==> config.mk <==
export PLATFORM = sky130hd
export DESIGN_NAME = frame_dma_top
export DESIGN_NICKNAME = d
export VERILOG_FILES = /design/src/frame_dma_pkg.sv /design/src/frame_dma_csr.sv /design/src/frame_read_session.sv /design/src/bar_pattern_gen.sv /design/src/pixel_formatter.sv /design/src/frame_dma_top.sv
export VERILOG_INCLUDE_DIRS = /design/src
export SDC_FILE = /design/constraint.sdc
export NUM_CORES = 1
export LEC_CHECK = 0
export BUFFER_PORTS_ARGS = -buffer_cell sky130_fd_sc_hd__buf_2
export CAP_MARGIN = 20
export CORE_MARGIN = 3
export CORE_UTILIZATION = 49
export CTS_CLUSTER_DIAMETER = 200
export CTS_CLUSTER_SIZE = 30
export DETAILED_ROUTE_END_ITERATION = 8
export PLACE_DENSITY = 0.82
export SLEW_MARGIN = 20
export SYNTH_ARGS = -nofsm -noshare
export SYNTH_HDL_FRONTEND = slang
export SYNTH_SLANG_ARGS = --single-unit
==> constraint.sdc <==
create_clock -name i_pclk_div2 -period 3 [get_ports i_pclk_div2]
set_clock_uncertainty 0.05 [all_clocks]
set_input_delay 0.3 -clock i_pclk_div2 [delete_from_list [all_inputs] [get_ports i_pclk_div2]]
set_output_delay 0.3 -clock i_pclk_div2 [all_outputs]
set_load 0.02 [all_outputs]
==> src/frame_dma_defs.svh <==
// ================================================
// Frame read-out engine shared constants
// Frame size, word width, sync stretch, APB map
// ================================================
`ifndef FRAME_DMA_DEFS_SVH
`define FRAME_DMA_DEFS_SVH

// Default frame geometry (720p)
`define FD_H_PIX         1280
`define FD_V_LINES       720

// DMA and frame-buffer word width in bits
`define FD_WORD_BITS     128

// Cycles that the read frame sync stays high after a session start
`define FD_FSYNC_STRETCH 31

// ================================================
// APB register offsets
// ================================================
`define FD_REG_CTRL      9'h000  // bit0 bgrx_en, bit1 pattern_en
`define FD_REG_STATUS    9'h004  // bit0 session_active, bit1 msi_pending

`endif

==> src/frame_dma_pkg.sv <==
// ================================================
// Frame read-out engine types
// Pixel, word, counter and APB vector types
// ================================================
`include "frame_dma_defs.svh"

package frame_dma_pkg;

	// ================================================
	// Pixel formats
	// ================================================

	// Packed pixel as stored in the frame buffer
	// Blue in 15:11, green in 10:5, red in 4:0
	typedef logic [15:0] pix565_t;

	// Expanded pixel, x byte on top then red, green, blue
	typedef logic [31:0] bgrx_t;

	// ================================================
	// Data path and control
	// ================================================

	typedef logic [`FD_WORD_BITS-1:0] dma_word_t;  // Eight 565 or four BGRX pixels
	typedef logic [17:0]              word_cnt_t;  // Enough for a 720p BGRX frame
	typedef logic [11:0]              bar_x_t;     // Pixel column

	// APB slave
	typedef logic [8:0]  apb_addr_t;
	typedef logic [31:0] apb_data_t;

endpackage

==> src/frame_dma_csr.sv <==
// ================================================
// APB register slave for the read-out engine
// CTRL mode bits, STATUS and the MSI pending flag
// ================================================
`timescale 1ns/1ns
`include "frame_dma_defs.svh"

module frame_dma_csr (
	input  logic                    i_pclk_div2,
	input  logic                    i_core_rst_n,
	input  logic                    i_psel,
	input  logic                    i_penable,
	input  logic                    i_pwrite,
	input  frame_dma_pkg::apb_addr_t i_paddr,
	input  frame_dma_pkg::apb_data_t i_pwdata,
	input  logic                    i_session_active,
	input  logic                    i_frame_done,
	input  logic                    i_msi_en,
	input  logic                    i_msi_grant,
	output logic                    o_pready,
	output frame_dma_pkg::apb_data_t o_prdata,
	output logic                    o_bgrx_en,
	output logic                    o_pattern_en,
	output logic                    o_msi_req
);
	import frame_dma_pkg::*;

	logic       apb_access;
	logic [1:0] ctrl_q;       // {pattern_en, bgrx_en}
	logic       msi_pending;

	// No wait states, access phase completes at once
	assign apb_access = i_psel & i_penable;
	assign o_pready   = apb_access;

	// ================================================
	// CTRL register
	// ================================================
	always_ff @(posedge i_pclk_div2 or negedge i_core_rst_n) begin
		if (!i_core_rst_n) begin
			ctrl_q <= 2'b00;
		end else if (apb_access && i_pwrite && (i_paddr == `FD_REG_CTRL)) begin
			ctrl_q <= i_pwdata[1:0];
		end
	end

	assign o_bgrx_en    = ctrl_q[0];
	assign o_pattern_en = ctrl_q[1];

	// Read mux, only live during a read access
	always_comb begin
		o_prdata = '0;
		if (apb_access && !i_pwrite) begin
			case (i_paddr)
				`FD_REG_CTRL:   o_prdata = apb_data_t'(ctrl_q);
				`FD_REG_STATUS: o_prdata = apb_data_t'({msi_pending, i_session_active});
				default:        o_prdata = '0;
			endcase
		end
	end

	// ================================================
	// MSI pending flag
	// ================================================
	// A frame-done in the same cycle as a grant keeps the flag set
	always_ff @(posedge i_pclk_div2 or negedge i_core_rst_n) begin
		if (!i_core_rst_n) begin
			msi_pending <= 1'b0;
		end else begin
			if (i_msi_grant)
				msi_pending <= 1'b0;
			if (i_frame_done)
				msi_pending <= 1'b1;
		end
	end

	assign o_msi_req = msi_pending & i_msi_en;  // Host enable gates the request

endmodule

==> src/frame_read_session.sv <==
// ================================================
// Frame read session tracker
// Counts DMA words per frame and stretches read sync
// ================================================
`timescale 1ns/1ns
`include "frame_dma_defs.svh"

module frame_read_session #(
	parameter int H_PIX   = `FD_H_PIX,
	parameter int V_LINES = `FD_V_LINES
) (
	input  logic i_pclk_div2,
	input  logic i_core_rst_n,
	input  logic i_cmd_start,
	input  logic i_rd_clk_en,
	input  logic i_bgrx_en,
	output logic o_session_start,
	output logic o_session_active,
	output logic o_expand_phase,
	output logic o_rd_en,
	output logic o_rd_fsync
);
	import frame_dma_pkg::*;

	// Words per frame, BGRX doubles the data volume
	localparam word_cnt_t WORDS_565  = word_cnt_t'(H_PIX * V_LINES * 16 / `FD_WORD_BITS);
	localparam word_cnt_t WORDS_BGRX = word_cnt_t'(H_PIX * V_LINES * 32 / `FD_WORD_BITS);
	localparam int        STRETCH_W  = $clog2(`FD_FSYNC_STRETCH + 1);

	word_cnt_t            word_cnt;
	word_cnt_t            frame_words;
	logic                 session_active;
	logic                 expand_phase;
	logic [STRETCH_W-1:0] fsync_cnt;

	assign frame_words     = i_bgrx_en ? WORDS_BGRX : WORDS_565;
	assign o_session_start = i_cmd_start & ~session_active;  // Start ignored mid-session

	always_ff @(posedge i_pclk_div2 or negedge i_core_rst_n) begin
		if (!i_core_rst_n) begin
			session_active <= 1'b0;
			word_cnt       <= '0;
			expand_phase   <= 1'b0;
			fsync_cnt      <= '0;
		end else if (o_session_start) begin
			session_active <= 1'b1;
			word_cnt       <= '0;
			expand_phase   <= 1'b0;
			fsync_cnt      <= STRETCH_W'(`FD_FSYNC_STRETCH);
		end else begin
			if (session_active && i_rd_clk_en) begin
				if (word_cnt == frame_words - word_cnt_t'(1)) begin
					word_cnt       <= '0;
					session_active <= 1'b0;  // Last word of the frame
				end else begin
					word_cnt <= word_cnt + word_cnt_t'(1);
				end
				if (i_bgrx_en)
					expand_phase <= ~expand_phase;
			end
			if (fsync_cnt != '0)
				fsync_cnt <= fsync_cnt - STRETCH_W'(1);
		end
	end

	assign o_session_active = session_active;
	assign o_expand_phase   = expand_phase;
	assign o_rd_fsync       = (fsync_cnt != '0);

	// One frame-buffer word feeds two BGRX words, fetch on the low half only
	assign o_rd_en = i_rd_clk_en & (~i_bgrx_en | ~expand_phase);

endmodule

==> src/bar_pattern_gen.sv <==
// ================================================
// Post-buffer colour bar generator
// Eight vertical bars indexed by the DMA word column
// ================================================
`timescale 1ns/1ns
`include "frame_dma_defs.svh"

module bar_pattern_gen #(
	parameter int H_PIX = `FD_H_PIX
) (
	input  logic                  i_pclk_div2,
	input  logic                  i_core_rst_n,
	input  logic                  i_session_start,
	input  logic                  i_rd_clk_en,
	input  logic                  i_bgrx_en,
	output frame_dma_pkg::pix565_t o_bar_pix
);
	import frame_dma_pkg::*;

	localparam bar_x_t LINE_WORDS_565  = bar_x_t'(H_PIX / 8);
	localparam bar_x_t LINE_WORDS_BGRX = bar_x_t'(H_PIX / 4);
	localparam bar_x_t BAR_W           = bar_x_t'(H_PIX / 8);  // Pixels per bar

	bar_x_t     word_x;
	bar_x_t     line_words;
	bar_x_t     pix_x;
	logic [2:0] bar_idx;

	assign line_words = i_bgrx_en ? LINE_WORDS_BGRX : LINE_WORDS_565;
	assign pix_x      = i_bgrx_en ? (word_x << 2) : (word_x << 3);  // First pixel of word

	always_ff @(posedge i_pclk_div2 or negedge i_core_rst_n) begin
		if (!i_core_rst_n) begin
			word_x <= '0;
		end else if (i_session_start) begin
			word_x <= '0;
		end else if (i_rd_clk_en) begin
			if (word_x == line_words - bar_x_t'(1))
				word_x <= '0;                       // End of line
			else
				word_x <= word_x + bar_x_t'(1);
		end
	end

	// Comparator chain instead of a divide by the bar width
	always_comb begin
		bar_idx = 3'd0;
		for (int i = 1; i < 8; i++) begin
			if (pix_x >= bar_x_t'(i * BAR_W))
				bar_idx = 3'(i);
		end
	end

	always_comb begin
		case (bar_idx)
			3'd0:    o_bar_pix = 16'h001F;  // Red
			3'd1:    o_bar_pix = 16'h07E0;  // Green
			3'd2:    o_bar_pix = 16'hF800;  // Blue
			3'd3:    o_bar_pix = 16'h07FF;  // Yellow
			3'd4:    o_bar_pix = 16'hFFE0;  // Cyan
			3'd5:    o_bar_pix = 16'hF81F;  // Magenta
			3'd6:    o_bar_pix = 16'hFFFF;  // White
			default: o_bar_pix = 16'h0000;  // Black
		endcase
	end

endmodule

==> src/pixel_formatter.sv <==
// ================================================
// DMA pixel formatter
// RGB565 pass-through, BGRX expansion, pattern select
// ================================================
`timescale 1ns/1ns

module pixel_formatter (
	input  logic                    i_pclk_div2,
	input  logic                    i_core_rst_n,
	input  frame_dma_pkg::dma_word_t i_frame_rd_data,
	input  logic                    i_rd_en,
	input  logic                    i_expand_phase,
	input  logic                    i_bgrx_en,
	input  logic                    i_pattern_en,
	input  frame_dma_pkg::pix565_t   i_bar_pix,
	output frame_dma_pkg::dma_word_t o_mwr_data
);
	import frame_dma_pkg::*;

	dma_word_t hold_q;
	dma_word_t frame_data;
	dma_word_t pattern_data;

	// Widen by repeating the top bits into the new LSBs
	function automatic logic [7:0] exp5(input logic [4:0] v);
		return {v, v[4:2]};
	endfunction

	function automatic logic [7:0] exp6(input logic [5:0] v);
		return {v, v[5:4]};
	endfunction

	function automatic bgrx_t to_bgrx(input pix565_t p);
		return {8'h08, exp5(p[4:0]), exp6(p[10:5]), exp5(p[15:11])};
	endfunction

	// Four pixels of a word into one BGRX word, hi picks pixels 4 to 7
	function automatic dma_word_t pack4(input dma_word_t w, input logic hi);
		dma_word_t r;
		pix565_t   p;
		r = '0;
		for (int i = 0; i < 4; i++) begin
			p = w[16*(i + (hi ? 4 : 0)) +: 16];
			r[32*i +: 32] = to_bgrx(p);
		end
		return r;
	endfunction

	// Keeps the upper four pixels for the second BGRX half
	always_ff @(posedge i_pclk_div2 or negedge i_core_rst_n) begin
		if (!i_core_rst_n) begin
			hold_q <= '0;
		end else if (i_rd_en) begin
			hold_q <= i_frame_rd_data;
		end
	end

	// ================================================
	// Output select
	// ================================================
	assign frame_data = !i_bgrx_en     ? i_frame_rd_data :
	                    i_expand_phase ? pack4(hold_q, 1'b1) :
	                                     pack4(i_frame_rd_data, 1'b0);

	assign pattern_data = i_bgrx_en ? {4{to_bgrx(i_bar_pix)}} : {8{i_bar_pix}};

	assign o_mwr_data = i_pattern_en ? pattern_data : frame_data;

endmodule

==> src/frame_dma_top.sv <==
// ================================================
// Frame read-out engine top level
// Joins CSR, read session, test pattern and formatter
// ================================================
`timescale 1ns/1ns
`include "frame_dma_defs.svh"

module frame_dma_top #(
	parameter int H_PIX   = `FD_H_PIX,
	parameter int V_LINES = `FD_V_LINES
) (
	input  logic                    i_pclk_div2,
	input  logic                    i_core_rst_n,
	// APB slave
	input  logic                    i_psel,
	input  logic                    i_penable,
	input  logic                    i_pwrite,
	input  frame_dma_pkg::apb_addr_t i_paddr,
	input  frame_dma_pkg::apb_data_t i_pwdata,
	output logic                    o_pready,
	output frame_dma_pkg::apb_data_t o_prdata,
	// DMA write engine side
	input  logic                    i_cmd_start,
	input  logic                    i_rd_clk_en,
	output frame_dma_pkg::dma_word_t o_mwr_data,
	// Frame buffer side
	output logic                    o_rd_en,
	output logic                    o_rd_fsync,
	input  frame_dma_pkg::dma_word_t i_frame_rd_data,
	// MSI
	input  logic                    i_frame_done,
	input  logic                    i_msi_en,
	input  logic                    i_msi_grant,
	output logic                    o_msi_req
);
	import frame_dma_pkg::*;

	logic    bgrx_en;
	logic    pattern_en;
	logic    session_start;
	logic    session_active;
	logic    expand_phase;
	pix565_t bar_pix;

	frame_dma_csr csr_i (
		.i_pclk_div2      (i_pclk_div2),
		.i_core_rst_n     (i_core_rst_n),
		.i_psel           (i_psel),
		.i_penable        (i_penable),
		.i_pwrite         (i_pwrite),
		.i_paddr          (i_paddr),
		.i_pwdata         (i_pwdata),
		.i_session_active (session_active),
		.i_frame_done     (i_frame_done),
		.i_msi_en         (i_msi_en),
		.i_msi_grant      (i_msi_grant),
		.o_pready         (o_pready),
		.o_prdata         (o_prdata),
		.o_bgrx_en        (bgrx_en),
		.o_pattern_en     (pattern_en),
		.o_msi_req        (o_msi_req)
	);

	frame_read_session #(
		.H_PIX   (H_PIX),
		.V_LINES (V_LINES)
	) session_i (
		.i_pclk_div2      (i_pclk_div2),
		.i_core_rst_n     (i_core_rst_n),
		.i_cmd_start      (i_cmd_start),
		.i_rd_clk_en      (i_rd_clk_en),
		.i_bgrx_en        (bgrx_en),
		.o_session_start  (session_start),
		.o_session_active (session_active),
		.o_expand_phase   (expand_phase),
		.o_rd_en          (o_rd_en),
		.o_rd_fsync       (o_rd_fsync)
	);

	bar_pattern_gen #(
		.H_PIX (H_PIX)
	) bar_i (
		.i_pclk_div2     (i_pclk_div2),
		.i_core_rst_n    (i_core_rst_n),
		.i_session_start (session_start),
		.i_rd_clk_en     (i_rd_clk_en),
		.i_bgrx_en       (bgrx_en),
		.o_bar_pix       (bar_pix)
	);

	pixel_formatter fmt_i (
		.i_pclk_div2     (i_pclk_div2),
		.i_core_rst_n    (i_core_rst_n),
		.i_frame_rd_data (i_frame_rd_data),
		.i_rd_en         (o_rd_en),         // Hold follows the frame-buffer fetch
		.i_expand_phase  (expand_phase),
		.i_bgrx_en       (bgrx_en),
		.i_pattern_en    (pattern_en),
		.i_bar_pix       (bar_pix),
		.o_mwr_data      (o_mwr_data)
	);

endmodule

==> results of run 1 <==
-- power groups by stage --
stage	Combinational (W)	Clock [W]	Sequential, W
after detailed placement	0.00135	0	0.00176
final	0.00150	0.00114	0.00174
after floorplan	0.000958	0	0.00170
after global placement	0.00132	0	0.00175
after global routing	0.00161	0.00122	0.00177
after CTS	0.00138	0.00116	0.00174
-- worst max-delay path, delay by kind of cell, from the launching register on --
kind | cells | cell delay (ps)
DFF | 1 | 420
and+or+nand+nor | 1 | 240
muxes | 1 | 370
buffers and inverters | 2 | 420
AOI/OAI and AO/OA | 4 | 1030
-- stage by stage --
step / cells / area (sq um) / util [%] / power [W]
after CTS: 1363 / 9810 / 63.8 / 0.00428
after floorplan: 915 / 7880 / - / 0.00265
after global routing: 1374 / 10100 / 65.6 / 0.00460
final: 1375 / 10100 / 65.7 / 0.00439
after global placement: 1341 / 9320 / 60.7 / 0.00307
after detailed placement: 1341 / 9320 / 60.7 / 0.00311
-- layer usage --
| metal | track usage, % | routed length, um | up-vias | share of wire [%] |
|---|---|---|---|---|
| met1 | 40.0 | 11000 | 3891 | 40 |
| met5 | 0 | 0 | - | 0 |
| met4 | 8.58 | 705 | 0 | 2.5 |
| met3 | 6.11 | 2590 | 54 | 9.3 |
| li1 | - | - | 3671 | - |
| met2 | 48.3 | 13400 | 522 | 48 |
-- worst max path at each step --
stage                                 from         endpoint  slack [ps]  cells past startpoint
2_1_floorplan  bar_i.word_x[3]$_DFFE_PN0P_  o_mwr_data[110]         360                      8
3_3_place_gp   csr_i.ctrl_q[0]$_DFFE_PN0P_  o_mwr_data[125]         160                      9
3_5_place_dp   csr_i.ctrl_q[0]$_DFFE_PN0P_  o_mwr_data[125]         120                      9
4_1_cts        csr_i.ctrl_q[0]$_DFFE_PN0P_   o_mwr_data[68]         -90                      9
5_1_grt        csr_i.ctrl_q[0]$_DFFE_PN0P_   o_mwr_data[68]        -260                      8
6_report       csr_i.ctrl_q[0]$_DFFE_PN0P_   o_mwr_data[68]        -190                      8
-- cell families (layout without fill, tap and decap cells) --
family | count (synthesis) | after routing | synth area share [%]
other cells | 1 | 32 | 0.0483
xor+xnor | 8 | 8 | 0.902
simple gates | 247 | 247 | 15.7
mux | 135 | 135 | 18.5
fa+ha+maj | 4 | 4 | 0.644
compound gates | 272 | 273 | 22.5
buf+inv | 115 | 361 | 8.26
flops | 104 | 104 | 33.5
-- sequential cells by signal (all words and copies together), names as in the netlist --
signal	flops
bar_i.word_x	12
csr_i.ctrl_q	2
csr_i.msi_pending	1
fmt_i.hold_q	64
session_i.fsync_cnt	5
session_i.o_expand_phase	1
session_i.o_session_active	1
session_i.word_cnt	18
-- timing repair --
action,in CTS,in global routing
gates resized for setup,26,60
cloned,1,2
hold endpoints to repair,50,0
setup buffers,4,9
endpoints found under the setup margin,85,114
hold buffers,1,0
pin swaps,8,8
-- cell type report --
type | instances | area [sq um] | area share [%]
diodes | 2 | 5.00 | 0.0496
clock buffers | 9 | 225 | 2.23
multi-input cells | 697 | 4800 | 47.5
inverters | 12 | 45.0 | 0.446
repair buffers | 333 | 2080 | 20.7
well taps | 211 | 264 | 2.62
clock inverters | 7 | 62.6 | 0.620
flip-flops and latches | 104 | 2610 | 25.9
-- layout by cell type, fill, tap and decap left out, types with 4 or more instances in the layout --
master	synthesis	routed
buf_2	17	243
dfrtp_1	104	100
a21oi_1	76	76
o21ai_0	80	76
nor2_1	73	72
mux2_2	69	69
mux2i_1	66	66
buf_4	32	64
nand2_1	63	62
a21o_1	31	30
conb_1	1	30
nand2_2	22	23
buf_6	9	16
nand3_1	14	14
and3_1	12	12
o21bai_1	12	12
inv_1	12	11
o31ai_1	11	10
nand2b_1	10	10
o21ai_2	8	10
clkbuf_16	0	10
nand4_1	8	8
nor2b_1	7	7
o21ai_1	6	7
and2_1	7	7
o211ai_1	7	7
buf_12	0	7
nor4_1	6	6
nor3_1	7	5
xnor2_1	5	5
a31oi_1	5	5
o31a_1	4	4
o221ai_2	0	4
ha_1	4	4
==> results.cfg, run 1 <==
[placed_design]
gp_congestion = 0.982
post-place-ws_ps = 122
port_buffers = 282
dpl.hpwl_mm = 20.3

[worst_hold_path]
min_path_cells = 2
min_to = csr_i.msi_pending$_DFFE_PN0P_
worstHoldPathType = input port to flip-flop
hp-start = i_frame_done

[worst_setup_path]
r2r-end = session_i.word_cnt[3]$_DFFE_PN0P_
worst_ep_required_time_ps = 2650
crit_type = flip-flop to output port
startpoint_type = flip-flop
worstPathMaxFanout = 20
max_stage_delay_ps = 420
worstReg2RegStart = csr_i.ctrl_q[0]$_DFFE_PN0P_
reg2reg_slack_ps = 570
crit_chain = mux2_2, a2111oi_4, nand4_2, a21o_1, a41oi_2, buf_12, o21ai_2, buf_2
reg2reg_depth = 9
critPathSlowestCell = dfrtp_2
crit_path_end_kind = output port
arrival_ps = 2840

[global_route]
grt_pass1_vias = 7677
grt_pass1_wl_mm = 41.5
grt_usage_pct = 29.6
antenna_found_initial = 2
grt_max_degree = 62
overflow = 0

[clock_network]
cts_tree = yes
clk_latency_ps = 360
cts_buffers = 9
clock_sinks = 104
cts_max_level = 3
clk_path_buf_depth = 2
clockRootBuffer = clkbuf_16
cts.clk_slew.worst_paths_ps = 80

[sta]
finalSetupViolCount = 57
totalNegativeSetupSlack_ps = -5160
fin_hold_ws_ps = 62.3
drv_slew = 0
finalCriticalPeriod_ps = 3190
min_period_over_period_pct = 106
relSlewSlack_pct = 53.3
rsz0062_at_grt = true
postLayoutSetupSlackWorst_ps = -195
hold_viol = 0
tightest_slew_ps = 700
max_freq_mhz = 313

[flow_run]
maxCapViolations = 0

[finish]
syn_to_final_growth_pct = 29.9
drive_above_1_share_pct = 42.1
nets = 1340
fillers = 1212

[route]
drc = 0
drt-wirelength-per-cell_um = 20.1
first_pass_iters = 6
wl_mm = 27.7
drtIter0Drc = 964
vias = 8138
via_per_inst = 5.92
final_antenna_net_count = 0

[logic_synthesis]
netlist_area_sq_um = 7770
avgSynthCellArea_sq_um = 8.77
synth_top_area_cell = dfrtp_1
yosysSeqAreaShare_pct = 33.5
synth_edf_count = 0
synth.most_common_cell = dfrtp_1
netlist-cell-type-count = 65
postSynthCellCount = 886
ys.warnings.count = 0
synthFlopType = dfrtp_1
synth_top_area_share_pct = 33.5
synthTopCellsByCount = dfrtp_1, o21ai_0, a21oi_1
async_flop_share_pct = 100
netlist_top_cells_area = dfrtp_1, mux2_2, mux2i_1
ys_ff_latch = 104

[power]
combPwrFrac_pct = 34.2
p_seq_share_pct = 39.7
powerDensity_nw_per_um2 = 435
p_switching_w = 0.00156
ir_worst_vdd_v = 0.000342
p_int_w = 0.00282
p_leak_nw = 4.68
swShare_pct = 35.6
pwr-share-clk_pct = 26.1

[die]
start_util_pct = 50.6
die_y_um = 132
dieArea_sq_um = 17400
chipWidth_um = 132
io_pins = 343
placementRows = 45
core_sq_um = 15400

[status]
status = finished, violations left
violations = setup timing
Power figures use the tool's default switching activity.
==> inputs of run 2 (changes only) <==
Settings changed: CORE_UTILIZATION 49 to 50, SYNTH_HIERARCHICAL from default to 1.
==> results.cfg, run 2 <==
[status]
status = finished, violations left
violations = setup timing

[worst_setup_path]
worst_ep_required_time_ps = 2650
arrival_ps = 2770
crit_path_start = csr_i/ctrl_q[0]$_DFFE_PN0P_
startpoint_type = flip-flop
crit_type = flip-flop to output port
worstPathMaxFanout = 61
crit_path_end_kind = output port
worstReg2RegStart = csr_i/ctrl_q[0]$_DFFE_PN0P_

[sta]
max_freq_mhz = 321
hold_viol = 0
rsz0062_at_grt = true
tightest_slew_ps = 709
relSlewSlack_pct = 52.8
finalSetupViolCount = 101
postLayoutSetupSlackWorst_ps = -117
finalCriticalPeriod_ps = 3120
drv_slew = 0
min_period_over_period_pct = 104

[logic_synthesis]
synth_top_area_share_pct = 29.7
synth_top_area_cell = dfrtp_1
netlist_top_cells_area = dfrtp_1, mux4_2, mux2_2
synth.most_common_cell = dfrtp_1
netlist-cell-type-count = 59
synthFlopType = dfrtp_1
netlist_area_sq_um = 8760
avgSynthCellArea_sq_um = 12.0
ys.warnings.count = 6
yosysSeqAreaShare_pct = 29.7
postSynthCellCount = 728
ys_ff_latch = 104
synthTopCellsByCount = dfrtp_1, mux4_2, mux2_2
synth_edf_count = 0
async_flop_share_pct = 100

[finish]
final_common_cell = buf_2
antennaDiodeCount = 0
post-route-util_pct = 63.8
final_area_sq_um = 10800
largest_reg_flops = 64
reg.largest.list = fmt_i/hold_q x64, session_i/word_cnt x18, bar_i/word_x x12
layout_common_cells = buf_2, dfrtp_1, mux4_2
regMostFlops = fmt_i/hold_q
syn_to_final_growth_pct = 22.9
drive_above_1_share_pct = 57.7
nets = 1155

[die]
io_pins = 343
start_util_pct = 51.9
die_y_um = 138
placementRows = 47
dieArea_sq_um = 19200
chipWidth_um = 138
core_sq_um = 16900

[placed_design]
place_area_sq_um = 10200
port_buffers = 282
gp_congestion = 0.886
post-place-ws_ps = 132
dpl.hpwl_mm = 18.7

[clock_network]
cts_max_level = 3
clockRootBuffer = clkbuf_16
cts.clk_slew.worst_paths_ps = 80
clk_latency_ps = 350
clk_path_buf_depth = 2
cts_tree = yes
cts_buffers = 9
clock_sinks = 104

[worst_hold_path]
hp-start = i_frame_done
worstHoldPathType = input port to flip-flop

[route]
wl_mm = 25.2
drc = 0
drtIter0Drc = 405
first_pass_iters = 6
drt-wirelength-per-cell_um = 21.0
vias = 7126
final_antenna_net_count = 0
via_per_inst = 5.95

[power]
ir_worst_vdd_v = 0.000406
p_leak_nw = 4.62
powerDensity_nw_per_um2 = 514

[global_route]
antenna_found_initial = 1
grt_max_degree = 70
grt_pass1_vias = 6902
grt_pass1_wl_mm = 38.9
overflow = 0
grt_usage_pct = 25.3

[flow_run]
maxCapViolations = 0
[run 2: timing repair]
item | 4_1_cts | 5_1_grt
setup endpoints to repair | 128 | 141
cloned | 0 | 1
gates resized for setup | 19 | 25
pin swaps | 2 | 5
hold buffers | 1 | 0
setup buffers | 3 | 3
endpoints found under the hold margin | 50 | 0
[run 2: through the flow]
step | setup TNS, ps | std cells | hold WS (ps) | total power, W
after floorplan | 0 | 757 | -45.6 | 0.00351
after global placement | 0 | 1174 | 329 | 0.00404
after detailed placement | 0 | 1174 | 334 | 0.00411
after CTS | -4240 | 1194 | 52.6 | 0.00544
after global routing | -16070 | 1198 | 67.9 | 0.00583
final | -5000 | 1198 | 67.6 | 0.00554
[run 2: worst paths after layout]
kind | to | slack (ps) | cells past startpoint
min in group asynchronous | fmt_i/hold_q[108]$_DFFE_PN0P_ | 500 | 2
worst max-delay path | o_mwr_data[79] | -120 | 9
worst min register to register | session_i/fsync_cnt[3]$_DFFE_PN0P_ | 440 | 1
worst min-delay path | csr_i/msi_pending$_DFFE_PN0P_ | 70 | 2
worst max register to register | session_i/word_cnt[10]$_DFFE_PN0P_ | 360 | 7
max in group asynchronous | session_i/o_expand_phase$_DFFE_PN0P_ | 1640 | 3
[run 2: worst max-delay path: stages, from the launching register on]
cell      delay (ps)
dfrtp_4          560
buf_6            180
o21a_1           190
o221ai_2         180
nand2_1          110
a21oi_2          180
o21ai_4           90
buf_12           180
mux4_2           540
buf_2            190
[run 2: logic make-up (layout without fill, tap and decap cells)]
group                    after synthesis  after routing  synth area share, %
other                                  1             30               0.0428
adder cells (fa/ha/maj)                3              3                0.428
AO/OA/AOI/OAI                         82             82                 5.90
multiplexers                         235            235                 43.7
XOR/XNOR                              24             24                 2.40
AND/OR/NAND/NOR                      154            154                 9.35
buffers and inverters                125            346                 8.49
flip-flops                           104            104                 29.7
[run 2: cell type report]
type,instances,area [sq um]
clock inverter,7,86.3
multi-input combinational,528,5670
tap,220,275
sequential,104,2620
inverter,15,56.3
timing repair buffer,315,1840
fill,1293,6100
clock buffer,9,225
[run 2: per-layer routing]
layer	routed length [um]	GRT usage, %
met1	9590	32.7
met2	12800	42.6
met3	1900	4.94
met4	913	9.41
met5	11	0
[run 2: report_power, final]
part | internal (W) | total (W) | switching [W]
logic | 0.00121 | 0.00249 | 0.00128
registers | 0.00159 | 0.00180 | 0.000210
clock network | 0.000667 | 0.00124 | 0.000577
==> inputs of run 3 (changes only) <==
Settings changed: CORE_UTILIZATION 50 to 46, PLACE_DENSITY 0.82 to 0.89.
Clock period 3 ns to 2.54 ns, I/O delays scaled along.
==> results.cfg, run 3 (same netlist as run 2, synthesis figures left out) <==
[status]
status = finished, violations left
violations = setup timing

[route]
wl_mm = 28.4
final_antenna_net_count = 0
vias = 7510
drt-wirelength-per-cell_um = 23.1
first_pass_iters = 5
drtIter0Drc = 407
drc = 0
via_per_inst = 6.12

[placed_design]
port_buffers = 282
dpl.hpwl_mm = 20.0
numPlacedInstances = 1196
gp_congestion = 0.942

[power]
power.total_w = 0.00689
p_leak_nw = 4.99
ir_worst_vdd_v = 0.000558
powerDensity_nw_per_um2 = 585

[sta]
tightest_slew_ps = 996
drv_slew = 0
finalCriticalPeriod_ps = 3090
postLayoutSetupSlackWorst_ps = -547
min_period_over_period_pct = 122
max_freq_mhz = 324
finalSetupViolCount = 150
hold_viol = 0
relSlewSlack_pct = 33.6
rsz0062_at_grt = true

[finish]
post-route-util_pct = 64.2
syn_to_final_growth_pct = 34.3
reg.largest.list = fmt_i/hold_q x64, session_i/word_cnt x18, bar_i/word_x x12
layout.cells.non_filler = 1227
final_common_cell = buf_2
drive_above_1_share_pct = 61.3
regMostFlops = fmt_i/hold_q
seq_area_sq_um = 2610
multi_input_area_sq_um = 6000
layout_common_cells = buf_2, dfrtp_1, mux4_2
fillers = 1313
largest_reg_flops = 64
nets = 1174

[global_route]
grt_pass1_vias = 7581
grt_usage_pct = 26.2
grt_max_degree = 75
antenna_found_initial = 1
overflow = 0
grt_pass1_wl_mm = 42.1

[flow_run]
maxCapViolations = 0

[clock_network]
cts_tree = yes
cts.clk_slew.worst_paths_ps = 70
clock_sinks = 104
clk_path_buf_depth = 2
cts_buffers = 9
cts_max_level = 3
clockRootBuffer = clkbuf_16
clk_latency_ps = 350

[die]
start_util_pct = 47.8
core_sq_um = 18300
dieArea_sq_um = 20700
chipWidth_um = 144
io_pins = 343
placementRows = 49
die_y_um = 144

[worst_setup_path]
worstPathMaxFanout = 25
worst_ep_required_time_ps = 2240
startpoint_type = flip-flop
arrival_ps = 2780
crit_path_end_kind = output port
crit_type = flip-flop to output port

[worst_hold_path]
worstHoldPathType = input port to flip-flop
==> run 3: stage by stage <==
| step | hold slack, ps | setup slack [ps] | TNS [ps] | cell area (sq um) |
|---|---|---|---|---|
| 2_1_floorplan | -91.6 | -3.50 | -56.0 | 9230 |
| 3_3_place_gp | 255 | -97.8 | -4170 | 10700 |
| 3_5_place_dp | 256 | -185 | -12200 | 10700 |
| 4_1_cts | 11.7 | -521 | -56920 | 11700 |
| 5_1_grt | 23.7 | -650 | -78780 | 11800 |
| 6_report | 30.2 | -547 | -57980 | 11800 |
==> run 3: path summary, 6_finish.rpt <==
| kind | cells past startpoint | end | slack, ps | start |
|---|---|---|---|---|
| hold / removal | 2 | csr_i/msi_pending$_DFFE_PN0P_ | 30 | i_frame_done |
| setup reg to reg | 6 | bar_i/word_x[8]$_DFFE_PN0P_ | -100 | csr_i/ctrl_q[0]$_DFFE_PN0P_ |
| max in group asynchronous | 3 | csr_i/ctrl_q[0]$_DFFE_PN0P_ | 1230 | i_core_rst_n |
| hold reg to reg | 2 | session_i/fsync_cnt[4]$_DFFE_PN0P_ | 440 | session_i/fsync_cnt[4]$_DFFE_PN0P_ |
| min in group asynchronous | 2 | fmt_i/hold_q[73]$_DFFE_PN0P_ | 430 | i_core_rst_n |
| setup / recovery | 10 | o_mwr_data[15] | -550 | csr_i/ctrl_q[0]$_DFFE_PN0P_ |
==> run 3: routing by layer <==
metal / vias up / GRT usage, % / part of all wire [%]
met5: - / 0 / 0.039
met1: 3751 / 31.5 / 35
met4: 2 / 11.1 / 4.3
met3: 90 / 4.73 / 8.2
met2: 465 / 46.4 / 52
li1: 3202 / - / -
==> run 3: what timing repair did <==
action                     in CTS  in global routing
hold buffers                    1                  0
gates resized for setup       177                 21
pin swaps                       7                  4
hold endpoints to repair       43                  0
setup endpoints to repair     129                154
buffers inserted                7                  2
cloned                          2                  2
==> run 3: layout make-up <==
cell class	count	share of cell area, %
multi-input cells	528	50.9
repair buffers	334	21.5
clock inverters	7	0.457
well taps	229	2.43
flip-flops and latches	104	22.2
diodes	1	0.0213
inverters	15	0.478
clock buffers	9	1.91
==> run 3: worst max-delay path, stage by stage, from the launching register on <==
cell      delay [ps]
dfrtp_4          490
buf_6            130
or2b_1           250
buf_4            140
o221ai_2          70
nand2_1          110
a21oi_2          190
o21ai_4          140
buf_12           190
mux4_2           550
buf_6            170
==> run 3: where the power goes <==
| group | switching, W | internal, W | total [W] |
|---|---|---|---|
| Combinational | 0.00173 | 0.00172 | 0.00345 |
| Clock | 0.000663 | 0.000676 | 0.00134 |
| Sequential | 0.000222 | 0.00188 | 0.00210 |
